### src/common/ppu_pkg.sv
package ppu_pkg;

  // ==========================================================================
  // Address map
  // ==========================================================================

  // Video RAM window
  localparam logic [15:0] VRAM_START = 16'h8000;
  localparam logic [15:0] VRAM_END   = 16'h9FFF;

  // Sprite attribute memory
  localparam logic [15:0] OAM_START  = 16'hFE00;
  localparam logic [15:0] OAM_END    = 16'hFE9F;

  // LCD register block
  localparam logic [15:0] REGS_START = 16'hFF40;
  localparam logic [15:0] REGS_END   = 16'hFF4B;

  // OAM DMA trigger lives inside the register block
  localparam logic [15:0] DMA_ADDR   = 16'hFF46;

  // Individual LCD registers
  localparam logic [15:0] ADDR_LCDC  = 16'hFF40;
  localparam logic [15:0] ADDR_STAT  = 16'hFF41;
  localparam logic [15:0] ADDR_SCY   = 16'hFF42;
  localparam logic [15:0] ADDR_SCX   = 16'hFF43;
  localparam logic [15:0] ADDR_LY    = 16'hFF44;
  localparam logic [15:0] ADDR_LYC   = 16'hFF45;
  localparam logic [15:0] ADDR_BGP   = 16'hFF47;
  localparam logic [15:0] ADDR_WY    = 16'hFF4A;
  localparam logic [15:0] ADDR_WX    = 16'hFF4B;

  // ==========================================================================
  // Frame timing
  // ==========================================================================

  localparam logic [8:0] DOTS_PER_LINE   = 9'd456;
  localparam logic [7:0] LINES_PER_FRAME = 8'd154;
  // First VBlank line
  localparam logic [7:0] SCREEN_HEIGHT   = 8'd144;
  // OAM scan and pixel transfer lengths in dots
  localparam logic [8:0] MODE2_LEN       = 9'd80;
  localparam logic [8:0] MODE3_LEN       = 9'd172;

  // ==========================================================================
  // Types
  // ==========================================================================

  // Encoding matches the STAT mode field
  typedef enum logic [1:0] {
    PPU_MODE_0 = 2'd0,  // HBlank
    PPU_MODE_1 = 2'd1,  // VBlank
    PPU_MODE_2 = 2'd2,  // OAM scan
    PPU_MODE_3 = 2'd3   // Pixel transfer
  } ppu_mode_t;

  // Target of a CPU access
  typedef enum logic [1:0] {
    REGION_NONE = 2'd0,
    REGION_VRAM = 2'd1,
    REGION_OAM  = 2'd2,
    REGION_REGS = 2'd3
  } ppu_region_t;

  // Byte request from the bus bridge
  typedef struct packed {
    logic        write;
    logic        read;
    ppu_region_t region;
    logic [15:0] addr;
    logic [7:0]  wdata;
  } ppu_req_t;

  // STAT bits 6 down to 3
  typedef struct packed {
    logic lyc;
    logic mode2;
    logic mode1;
    logic mode0;
  } stat_en_t;

endpackage
### src/ppu/ppu_regs.sv
module ppu_regs
  import ppu_pkg::*;
(
  input  logic       clk,
  input  logic       reset,
  input  ppu_req_t   req,
  input  logic [7:0] ly,
  input  ppu_mode_t  mode,
  output logic [7:0] rdata,
  output logic       lcd_on,
  output stat_en_t   stat_en,
  output logic [7:0] lyc,
  output logic       coincidence
);

  // Control registers
  logic [7:0] lcdc;
  // Stored for readback only
  logic [7:0] scy;
  logic [7:0] scx;
  logic [7:0] bgp;
  logic [7:0] wy;
  logic [7:0] wx;

  logic sel;
  logic wr;

  assign sel = (req.region == REGION_REGS);
  assign wr  = sel && req.write;

  // ==========================================================================
  // Writes
  // ==========================================================================

  always_ff @(posedge clk or posedge reset) begin
    if (reset) begin
      lcdc    <= 8'h00;
      stat_en <= '0;
      lyc     <= 8'h00;
    end else if (wr) begin
      case (req.addr)
        ADDR_LCDC: lcdc <= req.wdata;
        // Only the enable bits are writable
        ADDR_STAT: stat_en <= stat_en_t'(req.wdata[6:3]);
        ADDR_LYC:  lyc <= req.wdata;
        default:   ;
      endcase
    end
  end

  // Scroll, palette and window
  always_ff @(posedge clk) begin
    if (wr) begin
      case (req.addr)
        ADDR_SCY: scy <= req.wdata;
        ADDR_SCX: scx <= req.wdata;
        ADDR_BGP: bgp <= req.wdata;
        ADDR_WY:  wy <= req.wdata;
        ADDR_WX:  wx <= req.wdata;
        // LY is read only
        default:  ;
      endcase
    end
  end

  assign lcd_on      = lcdc[7];
  assign coincidence = (ly == lyc);

  // ==========================================================================
  // Reads
  // ==========================================================================

  always_comb begin
    rdata = 8'hFF;
    if (sel) begin
      case (req.addr)
        ADDR_LCDC: rdata = lcdc;
        // Bit 7 always reads set
        ADDR_STAT: rdata = {1'b1, stat_en, coincidence, mode};
        ADDR_SCY:  rdata = scy;
        ADDR_SCX:  rdata = scx;
        ADDR_LY:   rdata = ly;
        ADDR_LYC:  rdata = lyc;
        ADDR_BGP:  rdata = bgp;
        ADDR_WY:   rdata = wy;
        ADDR_WX:   rdata = wx;
        default:   rdata = 8'hFF;
      endcase
    end
  end

endmodule

### config.mk
export PLATFORM = sky130hd
export DESIGN_NAME = ppu_regs
export DESIGN_NICKNAME = d
export VERILOG_FILES = /design/src/common/ppu_pkg.sv /design/src/ppu/ppu_regs.sv
export SDC_FILE = /design/constraint.sdc
export NUM_CORES = 1
export LEC_CHECK = 0
export ABC_AREA = 0
export BUFFER_PORTS_ARGS = -buffer_cell sky130_fd_sc_hd__buf_2
export CAP_MARGIN = 20
export CORE_MARGIN = 3
export CORE_UTILIZATION = 40
export DETAILED_ROUTE_END_ITERATION = 8
export MAX_ROUTING_LAYER = met4
export PLACE_DENSITY = 0.66
export SYNTH_ARGS = -nofsm -noshare
export SYNTH_HDL_FRONTEND = slang
export SYNTH_SLANG_ARGS = --single-unit
### constraint.sdc
create_clock -name clk -period 2.58 [get_ports clk]
set_input_delay 0.387 -clock clk [delete_from_list [all_inputs] [get_ports clk]]
set_output_delay 0.387 -clock clk [all_outputs]
set_load 0.02 [all_outputs]
## Word-level counts from Yosys, hierarchy flattened

Cells that the tools add are included.

- Bits in registers: 60
- Output and inout port bits: 22

- Equal/unequal tests: 11
- Muxes and demuxes: 2
- Reduce and logical (&&, ||, !) cells: 9

Operators by type and width:

| cell | number |
|---|---|
| 16-bit == test (second input constant) | 9 |
| 8-bit case mux with 9 select lines | 1 |
| 2-bit AND reduction | 8 |
| 8-bit == test | 1 |
| 8-bit 2-to-1 mux | 1 |
| 2-bit == test (second input constant) | 1 |
| 1-bit logical AND | 1 |

## Logic depth before layout (Yosys ltp)

- Word-level depth: 3
- Mapped depth: 7
- Gate-level depth less buffers: 4

## Worst setup path before layout

OpenSTA, ideal clock, no wires.

- Path kind: in2out
- Start point: in req[8] (netlist bit)
- End point: out rdata[1]
- Arrival: 2.038 ns
- Data required time: 2.193 ns
- Path slack: 0.155 ns
- Cell stages on the path: 6
- Buffers on the path: 3
- Cell sequence: clkbuf_1 > clkbuf_1 > buf_1 > mux2_2 > a22oi_1 > o2111ai_1

- Cells in the longest elaborated chain, start to end: 3

Ends and longest elaborated chain:

| what | RTL line | source |
|---|---|---|
| start, declared | ppu_regs.sv:6 | `input ppu_req_t req,` |
| 16-bit == test | ppu_regs.sv:76 | `case (req.addr)` |
| 8-bit case mux with 9 select lines * | ppu_regs.sv:76 |  |
| 8-bit 2-to-1 mux * | ppu_regs.sv:75 | `if (sel) begin` |
| end, declared | ppu_regs.sv:9 | `output logic [7:0] rdata,` |

Every way passes the cells marked *; elsewhere a longest branch is shown, timed or not.

## Worst setup path in the final report

- Start point: in req[13] (netlist bit)
- End point: out rdata[3]

Same word-level chain as after synthesis.

==> results.toml <==
[global_routing]
grt_pass1_vias = 2281
grt_pass1_wl_um = 12300
grt_overflow = 0
grt_use_total_pct = 20.44
grt_max_degree = 24
antenna_found_initial = 0

[power]
swShare_pct = 24.58
p_int_mw = 1.551
ir_drop_mv = 0.5567
switchingPower_uw = 505.4
powerDensity_nw_per_um2 = 558.2
p_clk_share_pct = 42.7
p_comb_share_pct = 7.3
p_seq_share_pct = 49.9
p_leak_nw = 1.549

[critical_path]
worst_ep_arrival_time_ps = 2080
cp_slowest_stage_delay_ps = 570
critPathKind = "input pin to output pin"
crit_slowest_cell = "or4b_4"
critPathLaunchType = "input pin"
end_kind = "output pin"
required_ps = 2190
cp_common_cell = "buf_2"
cp_max_fo = 5
path_cells = "buf_2 > or4b_4 > nor3_2 > nand4_1 > buf_4 > a221o_1 > buf_2"

[floorplan]
die_y_um = 91.01
die_x_um = 91.01
initial_core_util_pct = 41.85
pin_count = 62
rows = 30
dieArea_um2 = 8282
coreArea_um2 = 6907

[cells_and_area]
num_antenna_cells = 0
drive_gt1_share_pct = 45.85
nets = 336
fill_cells = 632
syn_to_final_growth_pct = 27.45

[synth]
synthesis.area_um2 = 2890
syn_avg_cell_area_um2 = 13.83
synth_area_leaders = "edfxtp_1, dfrtp_1, mux2_2, a22oi_1, xnor2_1"
yosys_most_used_dff = "edfxtp_1"
synth_common_cells = "edfxtp_1, mux2_2, dfrtp_1"
netlist.area_leader.share_pct = 41.56
synth-async-reset-ratio_pct = 33.33
synth_edf_count = 40
yosysMostFrequentCell = "edfxtp_1"
yosysWarnings = 0
yosys.area.top_type = "edfxtp_1"
synth-seq-cells = 60
syn_nets = 249
syn_inst = 209
yosysSeqAreaShare_pct = 58.87
ys_types = 47

[job]
cap_violations = 0

[timing]
setup_tns_ps = 0
finalHoldViolCount = 0
report.final.slew_viol_count = 0
rsz0062_at_grt = "no"
setup_viol = 0
worstMarginPinSlew_ps = 850.0
min_period_ps = 2463
finClkSkew_ps = 0
slew_headroom_pct = 43.27
fin_ws_ps = 117.4
fmax_mhz = 406.1
fin_crit_sh_pct = 95.45

[clocking]
clockBufferDepth = 2
ctsHoldBuffers = 0
numCtsBuffers = 9
cts_tree = "yes"
cts.sinks = 60
path_clk_slew_ps = 80
clk-insertion-delay-late_ps = 340
htree_levels = 3
cts_root_buffer = "clkbuf_8"

[detailed_routing]
wirelength_um = 7888
antenna_left = 0
wire_per_inst_um = 19.87
drt_iter0_drc = 171
num_vias = 2213
dr.pass1.iters = 4
viasPerCell = 5.574
remaining_drc_errors = 0

[placement]
gp_congestion = 0.8446
port_buffers = 60
dp_hpwl_um = 5800
pre_cts_ws_ps = 18.39

[hold_path]
hp-class = "input pin to asynchronous set/reset pin"

[status]
run_status = "finished clean"
[worst paths after layout]
path | start | to | slack (ps) | cells after the start
max in group asynchronous | reset | lyc[4] | 1840 | 2
setup reg to reg | lyc[2] | lyc[2] | 1760 | 1
setup / recovery | req[13] | rdata[3] | 120 | 7
hold / removal | reset | lcdc[7] | 200 | 2
hold reg to reg | lcdc[6] | lcdc[6] | 510 | 1
min in group clk | req[1] | scy[1] | 300 | 1
[registers in the layout, summed over array words and instances, names as in the netlist]
signal   count
wx           8
bgp          8
stat_en      4
lyc          8
scx          8
wy           8
scy          8
lcdc         8
[cell usage in the layout, fill, tap and decap left out, types with 4 or more instances in the layout]
cell and instances:
buf_2 60, edfxtp_1 40, buf_4 28, mux2_2 27
dfrtp_1 20, a22oi_1 15, clkbuf_8 9, xnor2_1 8
nand4_1 6, nand2_1 5, nor2_1 4, nand3_1 4
inv_1 4, o21ai_0 4, a211o_1 4, nand3b_1 4
[kinds of logic after synthesis]
logic type	Yosys count	synth area share, %
buf+inv	16	2.078
compound gates	44	11.82
xor+xnor	8	2.424
mux	30	11.99
flops	60	58.87
simple gates	51	12.81
[final cells by class]
type / instances / area, um^2 / share of cell area [%]
inverters: 4 / 15.01 / 0.4076
repair buffers: 88 / 510.5 / 13.86
well taps: 96 / 120.1 / 3.261
flip-flops and latches: 60 / 1702 / 46.20
clock buffers: 9 / 123.9 / 3.363
multi-input cells: 133 / 1129 / 30.64
clock inverters: 7 / 83.83 / 2.276
[metal layers]
layer / vias up / global-route usage (%) / wire, um
met4: 0 / 5.653 / 85
li1: 1023 / - / -
met1: 1085 / 26.00 / 3487
met2: 94 / 31.15 / 3723
met3: 11 / 7.208 / 592
met5: - / - / 0
[critical path: cells and delay by family]
family	cells	cell delay, ps
buf+inv	3	450
compound gates	1	280
simple gates	3	970
[power by group through the flow]
stage	registers, mW	logic, mW	clock network, mW
final	1.03	0.150	0.879
after global routing	1.03	0.165	0.940
after CTS	1.03	0.151	0.894
after detailed placement	1.05	0.151	0
after global placement	1.05	0.148	0
after floorplan	1.05	0.0747	0
[what timing repair did]
action	CTS	global route
pin swaps	1	1
buffers inserted	0	1
endpoints found under the setup margin	1	4
gates resized for setup	0	0
gates cloned	0	0
[per-stage QoR]
stage | hold WS [ps] | utilization (%) | power, mW | instances | instance area, um^2
after global routing | 263.6 | 53.33 | 2.132 | 397 | 3684
final | 205.0 | 53.33 | 2.056 | 397 | 3684
after global placement | 490.7 | 50.22 | 1.196 | 380 | 3468
after detailed placement | 496.5 | 50.22 | 1.199 | 380 | 3468
after floorplan | 350.8 | - | 1.123 | 209 | 2890
after CTS | 234.1 | 53.22 | 2.072 | 396 | 3676
No activity file was read; power rests on OpenSTA's default activity.
