[src/common/ppu_pkg.sv]
package ppu_pkg;

  // ==========================================================================
  // Address map
  // ==========================================================================

  // Video RAM window
  localparam logic [15:0] VRAM_START = 16'h8000;
  localparam logic [15:0] VRAM_END   = 16'h9FFF;

  // Sprite attribute memory
  localparam logic [15:0] OAM_START  = 16'hFE00;
  localparam logic [15:0] OAM_END    = 16'hFE9F;

  // LCD register block
  localparam logic [15:0] REGS_START = 16'hFF40;
  localparam logic [15:0] REGS_END   = 16'hFF4B;

  // OAM DMA trigger lives inside the register block
  localparam logic [15:0] DMA_ADDR   = 16'hFF46;

  // Individual LCD registers
  localparam logic [15:0] ADDR_LCDC  = 16'hFF40;
  localparam logic [15:0] ADDR_STAT  = 16'hFF41;
  localparam logic [15:0] ADDR_SCY   = 16'hFF42;
  localparam logic [15:0] ADDR_SCX   = 16'hFF43;
  localparam logic [15:0] ADDR_LY    = 16'hFF44;
  localparam logic [15:0] ADDR_LYC   = 16'hFF45;
  localparam logic [15:0] ADDR_BGP   = 16'hFF47;
  localparam logic [15:0] ADDR_WY    = 16'hFF4A;
  localparam logic [15:0] ADDR_WX    = 16'hFF4B;

  // ==========================================================================
  // Frame timing
  // ==========================================================================

  localparam logic [8:0] DOTS_PER_LINE   = 9'd456;
  localparam logic [7:0] LINES_PER_FRAME = 8'd154;
  // First VBlank line
  localparam logic [7:0] SCREEN_HEIGHT   = 8'd144;
  // OAM scan and pixel transfer lengths in dots
  localparam logic [8:0] MODE2_LEN       = 9'd80;
  localparam logic [8:0] MODE3_LEN       = 9'd172;

  // ==========================================================================
  // Types
  // ==========================================================================

  // Encoding matches the STAT mode field
  typedef enum logic [1:0] {
    PPU_MODE_0 = 2'd0,  // HBlank
    PPU_MODE_1 = 2'd1,  // VBlank
    PPU_MODE_2 = 2'd2,  // OAM scan
    PPU_MODE_3 = 2'd3   // Pixel transfer
  } ppu_mode_t;

  // Target of a CPU access
  typedef enum logic [1:0] {
    REGION_NONE = 2'd0,
    REGION_VRAM = 2'd1,
    REGION_OAM  = 2'd2,
    REGION_REGS = 2'd3
  } ppu_region_t;

  // Byte request from the bus bridge
  typedef struct packed {
    logic        write;
    logic        read;
    ppu_region_t region;
    logic [15:0] addr;
    logic [7:0]  wdata;
  } ppu_req_t;

  // STAT bits 6 down to 3
  typedef struct packed {
    logic lyc;
    logic mode2;
    logic mode1;
    logic mode0;
  } stat_en_t;

endpackage
[src/ppu/ppu_irq.sv]
module ppu_irq
  import ppu_pkg::*;
(
  input  logic       clk,
  input  logic       reset,
  input  logic [7:0] ly,
  input  ppu_mode_t  mode,
  input  stat_en_t   stat_en,
  input  logic       coincidence,
  output logic       stat_req,
  output logic       vblank_req
);

  logic [7:0] ly_prev;
  ppu_mode_t  mode_prev;

  // Edge detect on line and mode
  always_ff @(posedge clk or posedge reset) begin
    if (reset) begin
      ly_prev    <= 8'd0;
      // LCD off parks in mode 2
      mode_prev  <= PPU_MODE_2;
      stat_req   <= 1'b0;
      vblank_req <= 1'b0;
    end else begin
      ly_prev    <= ly;
      mode_prev  <= mode;
      // Entry into the first VBlank line
      vblank_req <= (ly == SCREEN_HEIGHT) && (ly_prev != SCREEN_HEIGHT);
      // LYC match first
      if (stat_en.lyc && coincidence && (ly != ly_prev)) begin
        stat_req <= 1'b1;
      end else if (mode != mode_prev) begin
        stat_req <= (stat_en.mode2 && mode == PPU_MODE_2) ||
                    (stat_en.mode1 && mode == PPU_MODE_1) ||
                    (stat_en.mode0 && mode == PPU_MODE_0);
      end else begin
        stat_req <= 1'b0;
      end
    end
  end

endmodule

[config.mk]
export PLATFORM = sky130hd
export DESIGN_NAME = ppu_irq
export DESIGN_NICKNAME = d
export VERILOG_FILES = /design/src/common/ppu_pkg.sv /design/src/ppu/ppu_irq.sv
export SDC_FILE = /design/constraint.sdc
export NUM_CORES = 1
export LEC_CHECK = 0
export BUFFER_PORTS_ARGS = -buffer_cell sky130_fd_sc_hd__buf_2
export CORE_AREA = 3 3 40 42
export CTS_CLUSTER_DIAMETER = 150
export DETAILED_ROUTE_END_ITERATION = 10
export DIE_AREA = 0 0 43 45
export PLACE_DENSITY = 0.6
export REMOVE_ABC_BUFFERS = 1
export SLEW_MARGIN = 40
export SYNTH_ARGS = -nofsm -noshare
export SYNTH_HDL_FRONTEND = slang
export SYNTH_SLANG_ARGS = --single-unit
[constraint.sdc]
create_clock -name clk -period 1.35 [get_ports clk]
set_clock_uncertainty 0.05 [all_clocks]
set_input_delay 0.135 -clock clk [delete_from_list [all_inputs] [get_ports clk]]
set_output_delay 0.135 -clock clk [all_outputs]
set_load 0.02 [all_outputs]
Yosys cells after proc, flatten, opt, wreduce, memory -nomap -nowiden --
Index checks and enable logic that the tools add are counted.
Operators by class: multiply operators 0, reduce and logical (&&, ||, !) cells 9, divide/modulo/power cells 0, bitwise logic cells 0, add/sub/neg operators 0, $lt $le $gt $ge 0, muxes and demuxes 2, eq/ne operators 6, shifts and indexed selects 0
Operators with widths (count):
- $eq A8 B8 Y1 const B | 1
- $ne A8 B8 Y1 | 1
- $ne A8 B8 Y1 const B | 1
- $logic_and A1 B1 Y1 | 6
- $eq A2 B1 Y1 const B | 1
- $eq A2 B2 Y1 const B | 1
- $logic_not A2 Y1 | 1
- $logic_or A1 B1 Y1 | 2
- $mux W1 | 2
- $ne A2 B2 Y1 | 1
Word-level totals: input port bits 17, ROM bits 0, latch bits 0, memories kept 0, memory bits (writable) 0, output and inout bits 2, logic and storage cells 21, bits in registers 12

Depth between registers and ports, before layout --
Gate-level depths: netlist of the first run.
word-level depth 6, gate-level depth with buffers 4, depth with buffers taken out 4

Worst setup path before layout of the first run --
No wires, ideal clock.
path kind reg2reg, start point reg ly_prev[2], end point reg stat_req, slack 0.302 ns, period minus slack after synthesis 1.048 ns, data arrival time 0.863 ns, library setup time 0.135 ns, stages on the path, launching flop included 5, path buffers 0, data required time 1.165 ns, cell sequence dfrtp_1 -> xnor2_1 -> nand4_1 -> o211ai_1 -> o211ai_1
Between the ends: cells in the longest elaborated chain, start to end 3
Ends and longest elaborated chain:
- start, declared | line ppu_irq.sv:14 | logic [7:0] ly_prev;
- start signal, assigned | line ppu_irq.sv:26 | ly_prev <= ly;
- $ne A8 B8 Y1 | line ppu_irq.sv:31 | if (stat_en.lyc && coincidence && (ly != ly_prev)) begin
- $logic_and A1 B1 Y1 | line ppu_irq.sv:31
- $mux W1 | line ppu_irq.sv:31
- end signal, assigned | line ppu_irq.sv:34 | stat_req <= (stat_en.mode2 && mode == PPU_MODE_2) ||
- end, declared | line ppu_irq.sv:10 | output logic stat_req,
No other way between the ends.

Final worst setup path of the first run --
start point in ly[0], end point reg stat_req
Between the ends: cells in the longest elaborated chain, start to end 3
Ends and longest elaborated chain:
- start, declared | line ppu_irq.sv:6 | input logic [7:0] ly,
- $ne A8 B8 Y1 | line ppu_irq.sv:31
- $logic_and A1 B1 Y1 | line ppu_irq.sv:31
- $mux W1 | line ppu_irq.sv:31
No other way between the ends.

==> impl_metrics.ini, run 1 <==
[detailed_routing]
drc_errors = 0
vias = 403
wl_um = 1020
ant_nets = 0
post_drt_wl_per_cell_um = 12.0
drtPass1Iterations = 3
via_per_inst = 4.74
drtIter0Drc = 5

[clock_network]
cts.reportedPaths.clkPinSlew_ns = 0.08
cts_buffers = 3
cts_setup_buffers = 0
ctsResizeCount = 0
clockBufferDepth = 2
worstSkewPairLatency_ns = 0.28
cts.sinks = 12
cts-root-buf = clkbuf_4
cts_tree = built
h-tree-depth = 1

[pwr]
peakVddDrop_uv = 531
clkPwrFrac_pct = 31.4
p_per_area_nw_per_um2 = 1000
swShare_pct = 23.2
p_leak_nw = 0.319
power_switching_mw = 0.169
combinationalPowerShare_pct = 15.0
p_int_mw = 0.558
pwr-share-seq_pct = 53.6

[logic_synthesis]
syn_area_sq_um = 482
synth.area.top_cells = dfrtp_1 (57%), xnor2_1 (15%), dfstp_2 (5.5%)
ys_warn_count = 0
ys_seq_area_share_pct = 62.6
syn_avg_cell_area_sq_um = 13.0
synth_area_leader_cell = dfrtp_1
synth.distinct_cells = 16
yosysTopAreaCellShare_pct = 57.1
syn_inst = 37
synth_seq_cells = 12

[global_routing]
grt_pass1_wl_um = 1720
grtUsageTotal_pct = 12.9
antenna_found_initial = 0
grt_pass1_vias = 413
grt-ovfl-total = 0
grt_max_degree = 13

[die]
die_area_sq_um = 1940
die_w_um = 43
std_cell_rows = 13
die_height_um = 45
initial_core_util_pct = 37.5
design.portCount = 19
core_area_sq_um = 1280

[timing]
min_period_over_period_pct = 94.3
max_freq_mhz = 786
relSlewSlack_pct = 69.8
tns_ns = 0
period_needed_ns = 1.27
drv_slew = 0
rsz0062_at_grt = no
worst_slew_pin_slew_ns = 0.453
finalSetupViolations = 0
hold_violations = 0

[cells_and_area]
n_antenna_cell = 0
fillers = 112
area.growth.synth_to_final_pct = 50.9
final_nets = 88
final_area_sq_um = 727
drive_gt1_share_pct = 31.4

[critical_path]
crit_required_ns = 1.46
crit_fanout = 3
crit_path_end_kind = register
critPathLaunchType = input pin
critical_path_arrival_ns = 1.38
crit_type = input pin to register

[run]
max_cap_viol_count = 0

[placement]
placed_area_sq_um = 591
io_buffers = 18
gp_congestion = 0.707

[outcome]
status = finished clean

[worst_hold_path]
hp-class = input pin to register
[layout by cell type (no fill, tap or decap), drive strengths merged, types with 2 or more instances in the layout]
cell	netlist	layout
nand2b	2	2
dlygate4sd3	0	11
buf	0	18
o211ai	2	2
nor4b	2	2
xnor2	8	8
clkbuf	0	4
nand4	2	2
dfrtp	11	11
[kinds of logic (layout without fill, tap and decap cells)]
family	Yosys count	in the layout	synth area share (%)
simple gates	11	11	15.6
xor+xnor	8	8	14.5
buf+inv	1	34	0.778
flops	12	12	62.6
compound gates	5	5	6.49
[state kept, by name (all words and copies together), names as in the netlist]
name / count
ly_prev: 8
mode_prev: 2
stat_req: 1
vblank_req: 1
[per-layer routing]
layer / part of all wire [%] / global-route usage [%] / wire (um)
met4: 2.3 / 7.23 / 23
met1: 46 / 14.9 / 468
met5: 0 / 0 / 0
met3: 9.2 / 8.37 / 94
met2: 42 / 18.3 / 431
[synth_stat cells]
master / instances
o21ai_0: 1
nor4_1: 1
nand4_1: 2
inv_1: 1
xnor2_1: 8
nand2b_1: 2
nor4bb_1: 1
nand4b_1: 1
nand2_1: 1
nor4b_1: 2
dfstp_2: 1
a31oi_1: 1
nor2_1: 1
a21oi_1: 1
o211ai_1: 2
dfrtp_1: 11
[area by class of cell]
type	count	area (sq um)	area share, %
sequential	12	302	41.5
clock buffer	4	26.3	3.61
inverter	1	3.75	0.516
tap	15	18.8	2.58
multi-input combinational	24	176	24.3
timing repair buffer	29	200	27.5
[what timing repair did]
| item | 4_1_cts | 5_1_grt |
|---|---|---|
| hold endpoints to repair | 21 | 0 |
| endpoints found under the setup margin | 0 | 0 |
| hold buffers | 11 | 0 |
[path summary, 6_finish.rpt]
check / start / endpoint / slack [ns] / cells past startpoint
min in group asynchronous: reset / stat_req / 0.34 / 3
max: ly[0] / stat_req / 0.08 / 6
max reg2reg: ly_prev[4] / stat_req / 0.23 / 4
min reg2reg: ly_prev[3] / vblank_req / 0.52 / 2
max in group asynchronous: reset / mode_prev[1] / 0.55 / 3
min: coincidence / stat_req / 0.08 / 3
[worst max-delay path, stage by stage]
cell and delay (ns):
dlygate4sd3_1 0.53, buf_2 0.14, xnor2_1 0.17, nand4_1 0.12
o211ai_1 0.17, o211ai_1 0.10
[power groups by stage]
| stage | combinational, mW | sequential (mW) | clock [mW] |
|---|---|---|---|
| after floorplan | 0.0399 | 0.399 | 0 |
| after global placement | 0.0861 | 0.397 | 0 |
| after detailed placement | 0.0857 | 0.397 | 0 |
| after CTS | 0.110 | 0.390 | 0.235 |
| after global routing | 0.120 | 0.392 | 0.262 |
| final | 0.109 | 0.390 | 0.228 |
[metrics by stage]
| stage | setup WS [ns] | hold slack, ns | utilization [%] | power (mW) | std cells |
|---|---|---|---|---|---|
| 2_1_floorplan | 0.302 | -0.0510 | - | 0.439 | 37 |
| 3_3_place_gp | 0.241 | 0.114 | 46.0 | 0.483 | 70 |
| 3_5_place_dp | 0.220 | 0.117 | 46.0 | 0.483 | 70 |
| 4_1_cts | 0.0792 | 0.0853 | 56.6 | 0.735 | 85 |
| 5_1_grt | 0.0215 | 0.0703 | 56.6 | 0.775 | 85 |
| 6_report | 0.0773 | 0.0819 | 56.6 | 0.727 | 85 |
Power figures use the tool's default switching activity.
==> run 2, diff against run 1 <==
==> constraint.sdc (replaced) <==
create_clock -name clk -period 1.35 [get_ports clk]
set_clock_uncertainty 0.05 [all_clocks]
set_input_delay 0.405 -clock clk [delete_from_list [all_inputs] [get_ports clk]]
set_output_delay 0.405 -clock clk [all_outputs]
set_load 0.02 [all_outputs]
==> run 2 against run 1 <==
Against the previous run: highest routed layer is now met3; non-clock buffer count shrank 11; flip-flop and latch count stayed put; sequential power about the same; largest power group unchanged; clock power increased by 23%; utilization decreased by 7.8 points; largest cell class unchanged; final cell count fell by 13%.
==> impl_metrics.ini, run 2 (synthesis results as in run 1) <==
[timing]
max_freq_mhz = 806
hold_violations = 0
finalSetupViolations = 0
period_needed_ns = 1.24
min_period_over_period_pct = 91.9
holdWs_ns = 0.0658
worst_slew_pin_slew_ns = 0.435
relSlewSlack_pct = 70.9
drv_slew = 0
rsz0062_at_grt = no
tns_ns = 0

[detailed_routing]
ant_nets = 0
vias = 359
drtPass1Iterations = 4
wl_um = 895
via_per_inst = 4.85
drtIter0Drc = 3
post_drt_wl_per_cell_um = 12.1
drc_errors = 0

[clock_network]
hold_buffers = 0
worstSkewPairLatency_ns = 0.27
cts-root-buf = clkbuf_4
ctsResizeCount = 0
cts_setup_buffers = 0
cts_buffers = 3
h-tree-depth = 1
cts.reportedPaths.clkPinSlew_ns = 0.07
clockBufferDepth = 2
cts_tree = built
cts.sinks = 12

[outcome]
status = finished clean

[critical_path]
crit_fanout = 1
crit_required_ns = 0.90
r2r_start = ly_prev[5]
critical_path_arrival_ns = 0.79
startpoint = vblank_req
crit_buf_inv = 1
path_depth = 1
critPathLaunchType = register
crit_chain = buf_2
r2r-end = stat_req
crit_type = register to output pin
slowest_stage = dfrtp_1
rrSetupSlack_ns = 0.25
crit_path_end_kind = output pin
crit_path_end = vblank_req
reg2reg_depth = 4
critPathMaxStageDelay_ns = 0.36
crit_family = flip-flops

[pwr]
power_mw = 0.754
p_per_area_nw_per_um2 = 1200
p_leak_nw = 0.279
peakVddDrop_uv = 638

[die]
die_height_um = 45
core_area_sq_um = 1280
std_cell_rows = 13
initial_core_util_pct = 37.5
die_area_sq_um = 1940
die_w_um = 43
design.portCount = 19

[run]
max_cap_viol_count = 0

[cells_and_area]
largest_reg_flops = 8
most-common-layout-cells = buf_2 (18), dfrtp_1 (11), xnor2_1 (8)
drive_gt1_share_pct = 39.0
final_common_cell = buf_2
final_nets = 77
largest-register = ly_prev
n_antenna_cell = 0
area.growth.synth_to_final_pct = 30.1
reg.largest.list = ly_prev x8, mode_prev x2
final_area_sq_um = 627
utilization_pct = 48.8
fillers = 119

[global_routing]
grt_pass1_wl_um = 1430
grt_pass1_vias = 345
grt-ovfl-total = 0
busiest_layer = met2
antenna_found_initial = 0
grtUsageTotal_pct = 10.2
grt_max_degree = 13
gr-usage-met2_pct = 14.4
grt_use_met1_pct = 13.4
grt.met3_usage_pct = 7.57

[placement]
gp_congestion = 0.748
placed_area_sq_um = 591
io_buffers = 18

[worst_hold_path]
hp-class = input pin to async pin
run 2: cell count changes in the layout (fill, tap and decap cells not counted):
cell	change
clkbuf_1	-1
clkbuf_8	+1
dlygate4sd3_1	-11
run 2: how the worst min path moves through the flow:
| stage | start | end | slack, ns | cells past startpoint |
|---|---|---|---|---|
| floorplan | reset | ly_prev[0] | 0.22 | 1 |
| global placement | reset | vblank_req | 0.38 | 2 |
| detailed placement | reset | vblank_req | 0.37 | 2 |
| CTS | reset | vblank_req | 0.08 | 2 |
| global route | reset | stat_req | 0.1 | 2 |
| finish | reset | vblank_req | 0.07 | 2 |
run 2: layout make-up:
| class | count | area [sq um] | area share, % |
|---|---|---|---|
| flip-flops and latches | 12 | 302 | 48.1 |
| multi-input cells | 24 | 176 | 28.1 |
| repair buffers | 18 | 90.1 | 14.4 |
| clock buffers | 4 | 36.3 | 5.79 |
| well taps | 15 | 18.8 | 2.99 |
| inverters | 1 | 3.75 | 0.599 |
run 2: stage by stage:
step,worst slack (ns),cells
global placement,0.0711,70
CTS,0.0973,74
floorplan,0.285,37
finish,0.109,74
detailed placement,0.0985,70
global route,0.0736,74
run 2: metal layers:
metal	vias up	wire [um]
met5	-	0
met4	0	0
met3	0	102
met2	16	361
met1	166	430
li1	177	-
run 2: power breakdown:
part           internal [mW]  total, mW  switching [mW]
clock network          0.164      0.280           0.116
logic                 0.0441     0.0844          0.0403
registers              0.379      0.390          0.0109
