==> src/common/ppu_pkg.sv <==
package ppu_pkg;

  // ==========================================================================
  // Address map
  // ==========================================================================

  // Video RAM window
  localparam logic [15:0] VRAM_START = 16'h8000;
  localparam logic [15:0] VRAM_END   = 16'h9FFF;

  // Sprite attribute memory
  localparam logic [15:0] OAM_START  = 16'hFE00;
  localparam logic [15:0] OAM_END    = 16'hFE9F;

  // LCD register block
  localparam logic [15:0] REGS_START = 16'hFF40;
  localparam logic [15:0] REGS_END   = 16'hFF4B;

  // OAM DMA trigger lives inside the register block
  localparam logic [15:0] DMA_ADDR   = 16'hFF46;

  // Individual LCD registers
  localparam logic [15:0] ADDR_LCDC  = 16'hFF40;
  localparam logic [15:0] ADDR_STAT  = 16'hFF41;
  localparam logic [15:0] ADDR_SCY   = 16'hFF42;
  localparam logic [15:0] ADDR_SCX   = 16'hFF43;
  localparam logic [15:0] ADDR_LY    = 16'hFF44;
  localparam logic [15:0] ADDR_LYC   = 16'hFF45;
  localparam logic [15:0] ADDR_BGP   = 16'hFF47;
  localparam logic [15:0] ADDR_WY    = 16'hFF4A;
  localparam logic [15:0] ADDR_WX    = 16'hFF4B;

  // ==========================================================================
  // Frame timing
  // ==========================================================================

  localparam logic [8:0] DOTS_PER_LINE   = 9'd456;
  localparam logic [7:0] LINES_PER_FRAME = 8'd154;
  // First VBlank line
  localparam logic [7:0] SCREEN_HEIGHT   = 8'd144;
  // OAM scan and pixel transfer lengths in dots
  localparam logic [8:0] MODE2_LEN       = 9'd80;
  localparam logic [8:0] MODE3_LEN       = 9'd172;

  // ==========================================================================
  // Types
  // ==========================================================================

  // Encoding matches the STAT mode field
  typedef enum logic [1:0] {
    PPU_MODE_0 = 2'd0,  // HBlank
    PPU_MODE_1 = 2'd1,  // VBlank
    PPU_MODE_2 = 2'd2,  // OAM scan
    PPU_MODE_3 = 2'd3   // Pixel transfer
  } ppu_mode_t;

  // Target of a CPU access
  typedef enum logic [1:0] {
    REGION_NONE = 2'd0,
    REGION_VRAM = 2'd1,
    REGION_OAM  = 2'd2,
    REGION_REGS = 2'd3
  } ppu_region_t;

  // Byte request from the bus bridge
  typedef struct packed {
    logic        write;
    logic        read;
    ppu_region_t region;
    logic [15:0] addr;
    logic [7:0]  wdata;
  } ppu_req_t;

  // STAT bits 6 down to 3
  typedef struct packed {
    logic lyc;
    logic mode2;
    logic mode1;
    logic mode0;
  } stat_en_t;

endpackage
==> src/ppu/lcd_timing.sv <==
module lcd_timing
  import ppu_pkg::*;
(
  input  logic      clk,
  input  logic      reset,
  input  logic      lcd_on,
  output logic [7:0] ly,
  output ppu_mode_t mode,
  output logic      line_end
);

  // Dot position within the line
  logic [8:0] dot;

  // Last dot of the line
  assign line_end = lcd_on && (dot == DOTS_PER_LINE - 9'd1);

  // ==========================================================================
  // Dot and line counters
  // ==========================================================================

  always_ff @(posedge clk or posedge reset) begin
    if (reset) begin
      dot <= 9'd0;
      ly  <= 8'd0;
    end else if (!lcd_on) begin
      // Parked at the top of the frame
      dot <= 9'd0;
      ly  <= 8'd0;
    end else if (line_end) begin
      dot <= 9'd0;
      // Wrap after the last VBlank line
      if (ly == LINES_PER_FRAME - 8'd1) begin
        ly <= 8'd0;
      end else begin
        ly <= ly + 8'd1;
      end
    end else begin
      dot <= dot + 9'd1;
    end
  end

  // ==========================================================================
  // Mode from position
  // ==========================================================================

  always_comb begin
    if (ly >= SCREEN_HEIGHT) begin
      mode = PPU_MODE_1;
    end else if (dot < MODE2_LEN) begin
      mode = PPU_MODE_2;
    end else if (dot < MODE2_LEN + MODE3_LEN) begin
      mode = PPU_MODE_3;
    end else begin
      // Rest of the line is HBlank
      mode = PPU_MODE_0;
    end
  end

endmodule

==> config.mk <==
export PLATFORM = sky130hd
export DESIGN_NAME = lcd_timing
export DESIGN_NICKNAME = d
export VERILOG_FILES = /design/src/common/ppu_pkg.sv /design/src/ppu/lcd_timing.sv
export SDC_FILE = /design/constraint.sdc
export NUM_CORES = 1
export LEC_CHECK = 0
export ABC_AREA = 1
export ABC_CLOCK_PERIOD_IN_PS = 1700
export BUFFER_PORTS_ARGS = -buffer_cell sky130_fd_sc_hd__buf_2
export CORE_ASPECT_RATIO = 1.2
export CORE_UTILIZATION = 55
export DETAILED_ROUTE_END_ITERATION = 6
export PLACE_DENSITY = 0.78
export SKIP_CTS_REPAIR_TIMING = 1
export SKIP_LAST_GASP = 1
export SYNTH_ARGS = -nofsm -noshare
export SYNTH_HDL_FRONTEND = slang
export SYNTH_SLANG_ARGS = --single-unit
export TNS_END_PERCENT = 10
==> constraint.sdc <==
create_clock -name clk -period 1.7 [get_ports clk]
set_input_delay 0.17 -clock clk [delete_from_list [all_inputs] [get_ports clk]]
set_output_delay 0.17 -clock clk [all_outputs]
set_load 0.03 [all_outputs]
# Word-level counts from Yosys, hierarchy flattened

Cells that the tools add are included.

Input port bits: 3
Logic and storage cells: 19
Register bits: 17

Reduce and logical (&&, ||, !) cells: 1
$lt $le $gt $ge: 3
Multiplexer cells: 8
Equal/unequal tests: 3
Add/subtract/negate cells: 2

Operators by type and width:

| cell                                                | number |
|---|---|
| 2-to-1 mux 8 bit                                    | 3 |
| 2-to-1 mux 9 bit                                    | 2 |
| adder 9 x 1 -> 9 bit (second input constant)        | 1 |
| == test 9 bit (second input constant)               | 1 |
| < comparator 9 x 7 -> 1 bit (second input constant) | 1 |
| < comparator 9 x 8 -> 1 bit (second input constant) | 1 |
| adder 8 x 1 -> 8 bit (second input constant)        | 1 |
| == test 8 bit (second input constant)               | 1 |
| >= comparator 8 bit (second input constant)         | 1 |
| 2-to-1 mux 2 bit                                    | 3 |
| != test 2 x 1 -> 1 bit (second input constant)      | 1 |
| logical AND 1 bit                                   | 1 |

# Logic depth before layout (Yosys ltp)

Gate-level depths: netlist of the first run.

Word-level depth: 4
Mapped depth: 8
Mapped depth without buffers: 8

# Worst setup path before layout of the first run

Ideal clock, no wire load.

Path type: register to output
Start point: register ly[6]
End point: output mode[1]
Buffers on the path: 0
Data required time: 1.530 ns
Cell stages (with the launch flop): 4
Data arrival time: 1.188 ns
Setup slack: 0.342 ns
Cells stage by stage: dfrtp_1 > nor2_1 > a21oi_1 > nor2_1

Cells in the longest elaborated chain, start to end: 2

Ends and longest elaborated chain:

| what                     | line             | text |
|---|---|---|
| start: declaration       | lcd_timing.sv:7  | `output logic [7:0] ly,` |
| start signal: assignment | lcd_timing.sv:36 | `ly <= ly + 8'd1;` |
| >= comparator 8 bit      | lcd_timing.sv:48 | `if (ly >= SCREEN_HEIGHT) begin` |
| 2-to-1 mux 2 bit         | lcd_timing.sv:48 |  |
| end: declaration         | lcd_timing.sv:8  | `output ppu_mode_t mode,` |

Every way passes these cells.

# Worst setup path in the final report of the first run

Start point: register dot[0]
End point: output line_end

Cells in the longest elaborated chain, start to end: 2

Ends and longest elaborated chain:

| what                     | line             | text |
|---|---|---|
| start: declaration       | lcd_timing.sv:13 | `logic [8:0] dot;` |
| start signal: assignment | lcd_timing.sv:39 | `dot <= dot + 9'd1;` |
| == test 9 bit            | lcd_timing.sv:16 | `assign line_end = lcd_on && (dot == DOTS_PER_LINE - 9'd1);` |
| logical AND 1 bit        | lcd_timing.sv:16 |  |
| end: declaration         | lcd_timing.sv:9  | `output logic line_end` |

Every way passes these cells.

==> impl_metrics.yaml, run 1 <==
outcome:
  status: "finished, violations left"
  violations: "negative hold slack"
drt:
  post_drt_wl_per_cell_um: 11.58
  detail-route-antenna-nets: 0
  vias: 907
  drt_iter0_drc: 17
  viasPerCell: 5.124
  routed_wl_um: 2049
  firstDrtPassIters: 4
  drc: 0
placement:
  port_buffers: 13
  post_dp_cell_area_mm2: 0.001130
  place.gp.congestion: 0.8934
  dp_hpwl_um: 1519
global_routing:
  grt_max_degree: 18
  grt_pass1_wl_um: 3657
  antenna_found_initial: 0
  grt_overflow: 0
  grt_pass1_vias: 867
  grt_usage_pct: 22.89
critical_path:
  cp_max_fo: 5
  rr_startpoint: "dot[0]"
  arrival_ps: 1470
  worstReg2RegEnd: "ly[2]"
  regToRegSetupSlack_ps: 400
  r2r_cells: 8
  crit_required_ps: 1530
  end_kind: "output port"
  worstSetupStartpointType: "flop"
  worstSetupPathType: "flop to output port"
sta:
  slew_headroom_pct: 55.04
  setup_tns_ps: 0
  whs_ps: -44.99
  finalHoldViolations: 17
  fmax_ghz: 0.6106
  rsz0062_at_grt: "yes"
  finalSetupViolations: 0
  fin_skew_ps: 7.564
  final_max_slew_viol_count: 0
  period_needed_ps: 1638
  worst_pin_slew_ps: 673.7
  post-route-period-util_pct: 96.33
synthesis:
  synth-seq-cells: 17
  seq_area_frac_synth_pct: 40.82
  synthesis.nets: 148
  syn_inst: 141
  synth.cell_area_mm2: 0.001042
  synth_top_area_share_pct: 40.82
  syn_avg_cell_area_um2: 7.392
  netlist_top_cells_area: "dfrtp_1, nand2_1, nor2_1"
  yosys_warnings: 0
  yosys.area.top_type: "dfrtp_1"
  yosysUniqueCellTypes: 21
layout:
  final_cell_mix: "nand2_1, nor2_1, inv_1, dfrtp_1, buf_2"
  fill_cells: 146
  finalInstanceArea_mm2: 0.001169
  multi_input_area_um2: 541.8
  layout_commonest_cell: "nand2_1"
  area_delta_synth_final_pct: 12.12
  seq_area_um2: 425.4
  antennaDiodeCount: 0
  layout-drive-gt1-share_pct: 19.50
  nNetsFinal: 167
cts:
  htreeDepth: 1
  clk_path_buf_depth: 2
  worstSkewPairLatency_ps: 300
  cts.sinks: 17
  clk_pin_slew_ps: 100
  root_buffer: "clkbuf_4"
  cts_tree: "built"
  numCtsBuffers: 3
die:
  rows: 16
  initial_core_util_pct: 61.25
  die_h_um: 49.69
  core_area_mm2: 0.001702
  io_pins: 14
  fp.dieW_um: 41.74
  dieArea_mm2: 0.002074
worst_hold_path:
  hold_path.class: "input port to asynchronous set/reset pin"
pwr:
  p_leak_uw: 0.0006321
  p_per_area_mw_per_mm2: 574.6
  irDropWorstVdd_mv: 0.5202
job:
  maxCapViolCount: 0
[per-layer routing]
layer  part of all wire [%]  global-route usage, %  wire length (um)  up-vias
li1                       -                      -                 -      467
met1                     40                  27.36               822      416
met2                     55                  40.89              1134       19
met3                    2.8                  2.564                57        5
met4                    1.7                  9.677                34        0
met5                      0                      0                 0        -
[area by class of cell]
| type | count | share of cell area [%] |
|---|---|---|
| clock buffer | 4 | 2.248 |
| timing repair buffer | 14 | 6.424 |
| multi-input combinational | 104 | 46.36 |
| inverter | 20 | 6.638 |
| sequential | 17 | 36.40 |
| tap | 18 | 1.927 |
[Yosys cell counts]
master	number
nand2_4	1
nor3_1	3
xor2_1	2
nand3b_1	1
nand2_1	49
inv_2	2
dfrtp_1	17
ha_1	4
o21ai_0	1
a21oi_1	4
inv_4	1
nor2_1	20
nand2_2	4
nor2_4	3
nand3_4	1
nor2_8	1
o21bai_1	1
nand3_1	7
xnor2_1	1
inv_1	17
nand4_1	1
[stage by stage]
stage / instances / setup WS, ps / total power, uW / hold WS [ps] / utilization (%)
global route: 177 / -31.79 / 692.4 / 13.55 / 68.68
detailed placement: 172 / 360.9 / 455.5 / 301.5 / 66.40
floorplan: 141 / 342.0 / 443.4 / 96.07 / -
global placement: 172 / 398.9 / 454.2 / 291.7 / 66.40
finish: 177 / 62.38 / 671.5 / -44.99 / 68.68
CTS: 176 / 32.68 / 673.7 / -22.52 / 67.94
[registers in the layout, summed over array words and instances (netlist names)]
register / flops
ly: 8
dot: 9
[where the power goes]
group / total, uW / internal (uW) / switching (uW)
registers: 415 / 410 / 4.93
clock network: 222 / 91.4 / 131
logic: 34.6 / 10.7 / 24.0
[kinds of logic after synthesis]
logic type      synth area share [%]
simple gates                   41.30
buf+inv                        7.444
compound gates                 3.121
fa+ha+maj                      4.802
flops                          40.82
xor+xnor                       2.521
[worst max-delay path, stage by stage (launching register included)]
cell      delay (ps)
dfrtp_1          380
ha_1             190
nand2_2          110
nor2_4           140
nand3_4          110
inv_1             60
clkbuf_4         170
[worst max-delay path by stage]
stage | depth (start not counted) | end | slack [ps] | from
6_report | 6 | line_end | 60 | dot[0]
5_1_grt | 6 | line_end | -30 | dot[0]
4_1_cts | 6 | line_end | 30 | dot[0]
2_1_floorplan | 3 | mode[1] | 340 | ly[6]
3_5_place_dp | 6 | line_end | 360 | dot[0]
3_3_place_gp | 6 | line_end | 400 | dot[0]
Power figures use the tool's default switching activity.
==> run 2: changes to the inputs <==
--- a/config.mk
+++ b/config.mk
@@ -11,7 +11,7 @@
 export CORE_ASPECT_RATIO = 1.2
 export CORE_UTILIZATION = 55
 export DETAILED_ROUTE_END_ITERATION = 6
-export PLACE_DENSITY = 0.78
+export PLACE_DENSITY = 0.77
 export SKIP_CTS_REPAIR_TIMING = 1
 export SKIP_LAST_GASP = 1
 export SYNTH_ARGS = -nofsm -noshare
==> impl_metrics.yaml, run 2 (same netlist as run 1, synthesis figures left out) <==
pwr:
  p_seq_share_pct: 61.7
  irDropWorstVdd_mv: 0.5386
  swShare_pct: 23.53
  p_per_area_mw_per_mm2: 570.5
  pwr-share-clk_pct: 32.9
  p_leak_uw: 0.0006363
  p_int_uw: 513.1
  combPwrFrac_pct: 5.5
  p_sw_uw: 157.9
critical_path:
  worstReg2RegEnd: "ly[2]"
  worstSetupPathType: "flop to output port"
  regToRegSetupSlack_ps: 430
  r2r_cells: 8
  arrival_ps: 1440
  worstSetupStartpointType: "flop"
  cp_max_fo: 5
  crit_required_ps: 1530
  end_kind: "output port"
  rr_startpoint: "dot[1]"
layout:
  reg_top3: "dot x9, ly x8"
  multi_input_area_um2: 539.3
  antennaDiodeCount: 0
  nNetsFinal: 168
  layout_commonest_cell: "nand2_1"
  regMostFlops: "dot"
  area_delta_synth_final_pct: 12.85
  fill_cells: 153
  final_cell_mix: "nand2_1, nor2_1, inv_1, dfrtp_1, buf_2"
  final_cells: 178
  largest_reg_flops: 9
  layout-drive-gt1-share_pct: 18.75
  seq_area_um2: 425.4
drt:
  detail-route-antenna-nets: 0
  post_drt_wl_per_cell_um: 11.24
  drc: 0
  firstDrtPassIters: 4
  viasPerCell: 5.270
  drt_iter0_drc: 26
  routed_wl_um: 2001
  vias: 938
die:
  core_area_mm2: 0.001702
  dieArea_mm2: 0.002074
  initial_core_util_pct: 61.25
  io_pins: 14
  rows: 16
  die_h_um: 49.69
  fp.dieW_um: 41.74
cts:
  root_buffer: "clkbuf_4"
  htreeDepth: 1
  cts_tree: "built"
  cts.sinks: 17
  worstSkewPairLatency_ps: 300
  clk_path_buf_depth: 2
  numCtsBuffers: 3
  clk_pin_slew_ps: 90
global_routing:
  grt_usage_pct: 22.00
  grt_max_degree: 18
  grt_pass1_wl_um: 3436
  grt_overflow: 0
  antenna_found_initial: 0
  grt_pass1_vias: 860
placement:
  port_buffers: 13
  placed_cells: 172
  dp_hpwl_um: 1531
  place.gp.congestion: 0.9047
worst_hold_path:
  hold_path.class: "input port to flop"
  min_path_cells: 3
  hp-start: "lcd_on"
  whs_endpoint: "dot[2]"
sta:
  period_needed_ps: 1609
  fin_skew_ps: 4.932
  post-route-period-util_pct: 94.67
  rsz0062_at_grt: "no"
  slew_headroom_pct: 56.94
  finalHoldViolations: 0
  finalSetupViolations: 0
  fmax_ghz: 0.6213
  setup_tns_ps: 0
  worst_pin_slew_ps: 645.2
  final_max_slew_viol_count: 0
outcome:
  status: "finished clean"
job:
  maxCapViolCount: 0
run 2: through the flow:
stage	power, uW	hold WS (ps)	instance area [um2]	util [%]	setup slack [ps]
after floorplan	443.4	96.07	1042	-	342.0
after global placement	454.5	282.6	1130	66.40	399.4
after detailed placement	455.7	290.4	1130	66.40	373.8
after CTS	670.6	-30.82	1156	67.94	49.29
after global routing	692.4	175.7	1176	69.12	12.68
final	670.9	169.8	1176	69.12	90.56
run 2: cell type report:
cell class | instances | area share, %
Multi-Input combinational cell | 104 | 45.85
Sequential cell | 17 | 36.17
Clock buffer | 4 | 2.234
Timing Repair Buffer | 15 | 7.234
Inverter | 20 | 6.596
Tap cell | 18 | 1.915
run 2: worst max-delay path by stage:
stage                     startpoint  cells after the start        to  slack, ps
after global routing          dot[4]                      7   mode[0]         10
final                         dot[1]                      6  line_end         90
after CTS                     dot[0]                      6  line_end         50
after global placement        dot[0]                      6  line_end        400
after floorplan                ly[6]                      3   mode[1]        340
after detailed placement      dot[0]                      6  line_end        370
run 2: power by group through the flow:
stage / clock, uW / combinational, uW / sequential [uW]
3_3_place_gp: 0 / 32.5 / 422
6_report: 221 / 36.6 / 414
2_1_floorplan: 0 / 22.3 / 421
5_1_grt: 235 / 43.3 / 414
4_1_cts: 223 / 33.7 / 414
3_5_place_dp: 0 / 33.5 / 422
run 2: worst max-delay path, stage by stage, from the launching register on:
cell and delay [ps]:
dfrtp_1 360, ha_1 170, nand2_2 110, nor2_4 160
nand3_4 110, inv_1 70, clkbuf_4 170
run 2: per-layer routing:
metal | vias up | part of all wire, % | GRT usage [%]
met5 | - | 0 | 0
met4 | 0 | 3.8 | 13.44
met3 | 9 | 2.6 | 4.396
met2 | 19 | 50 | 39.32
met1 | 438 | 43 | 23.22
li1 | 472 | - | -
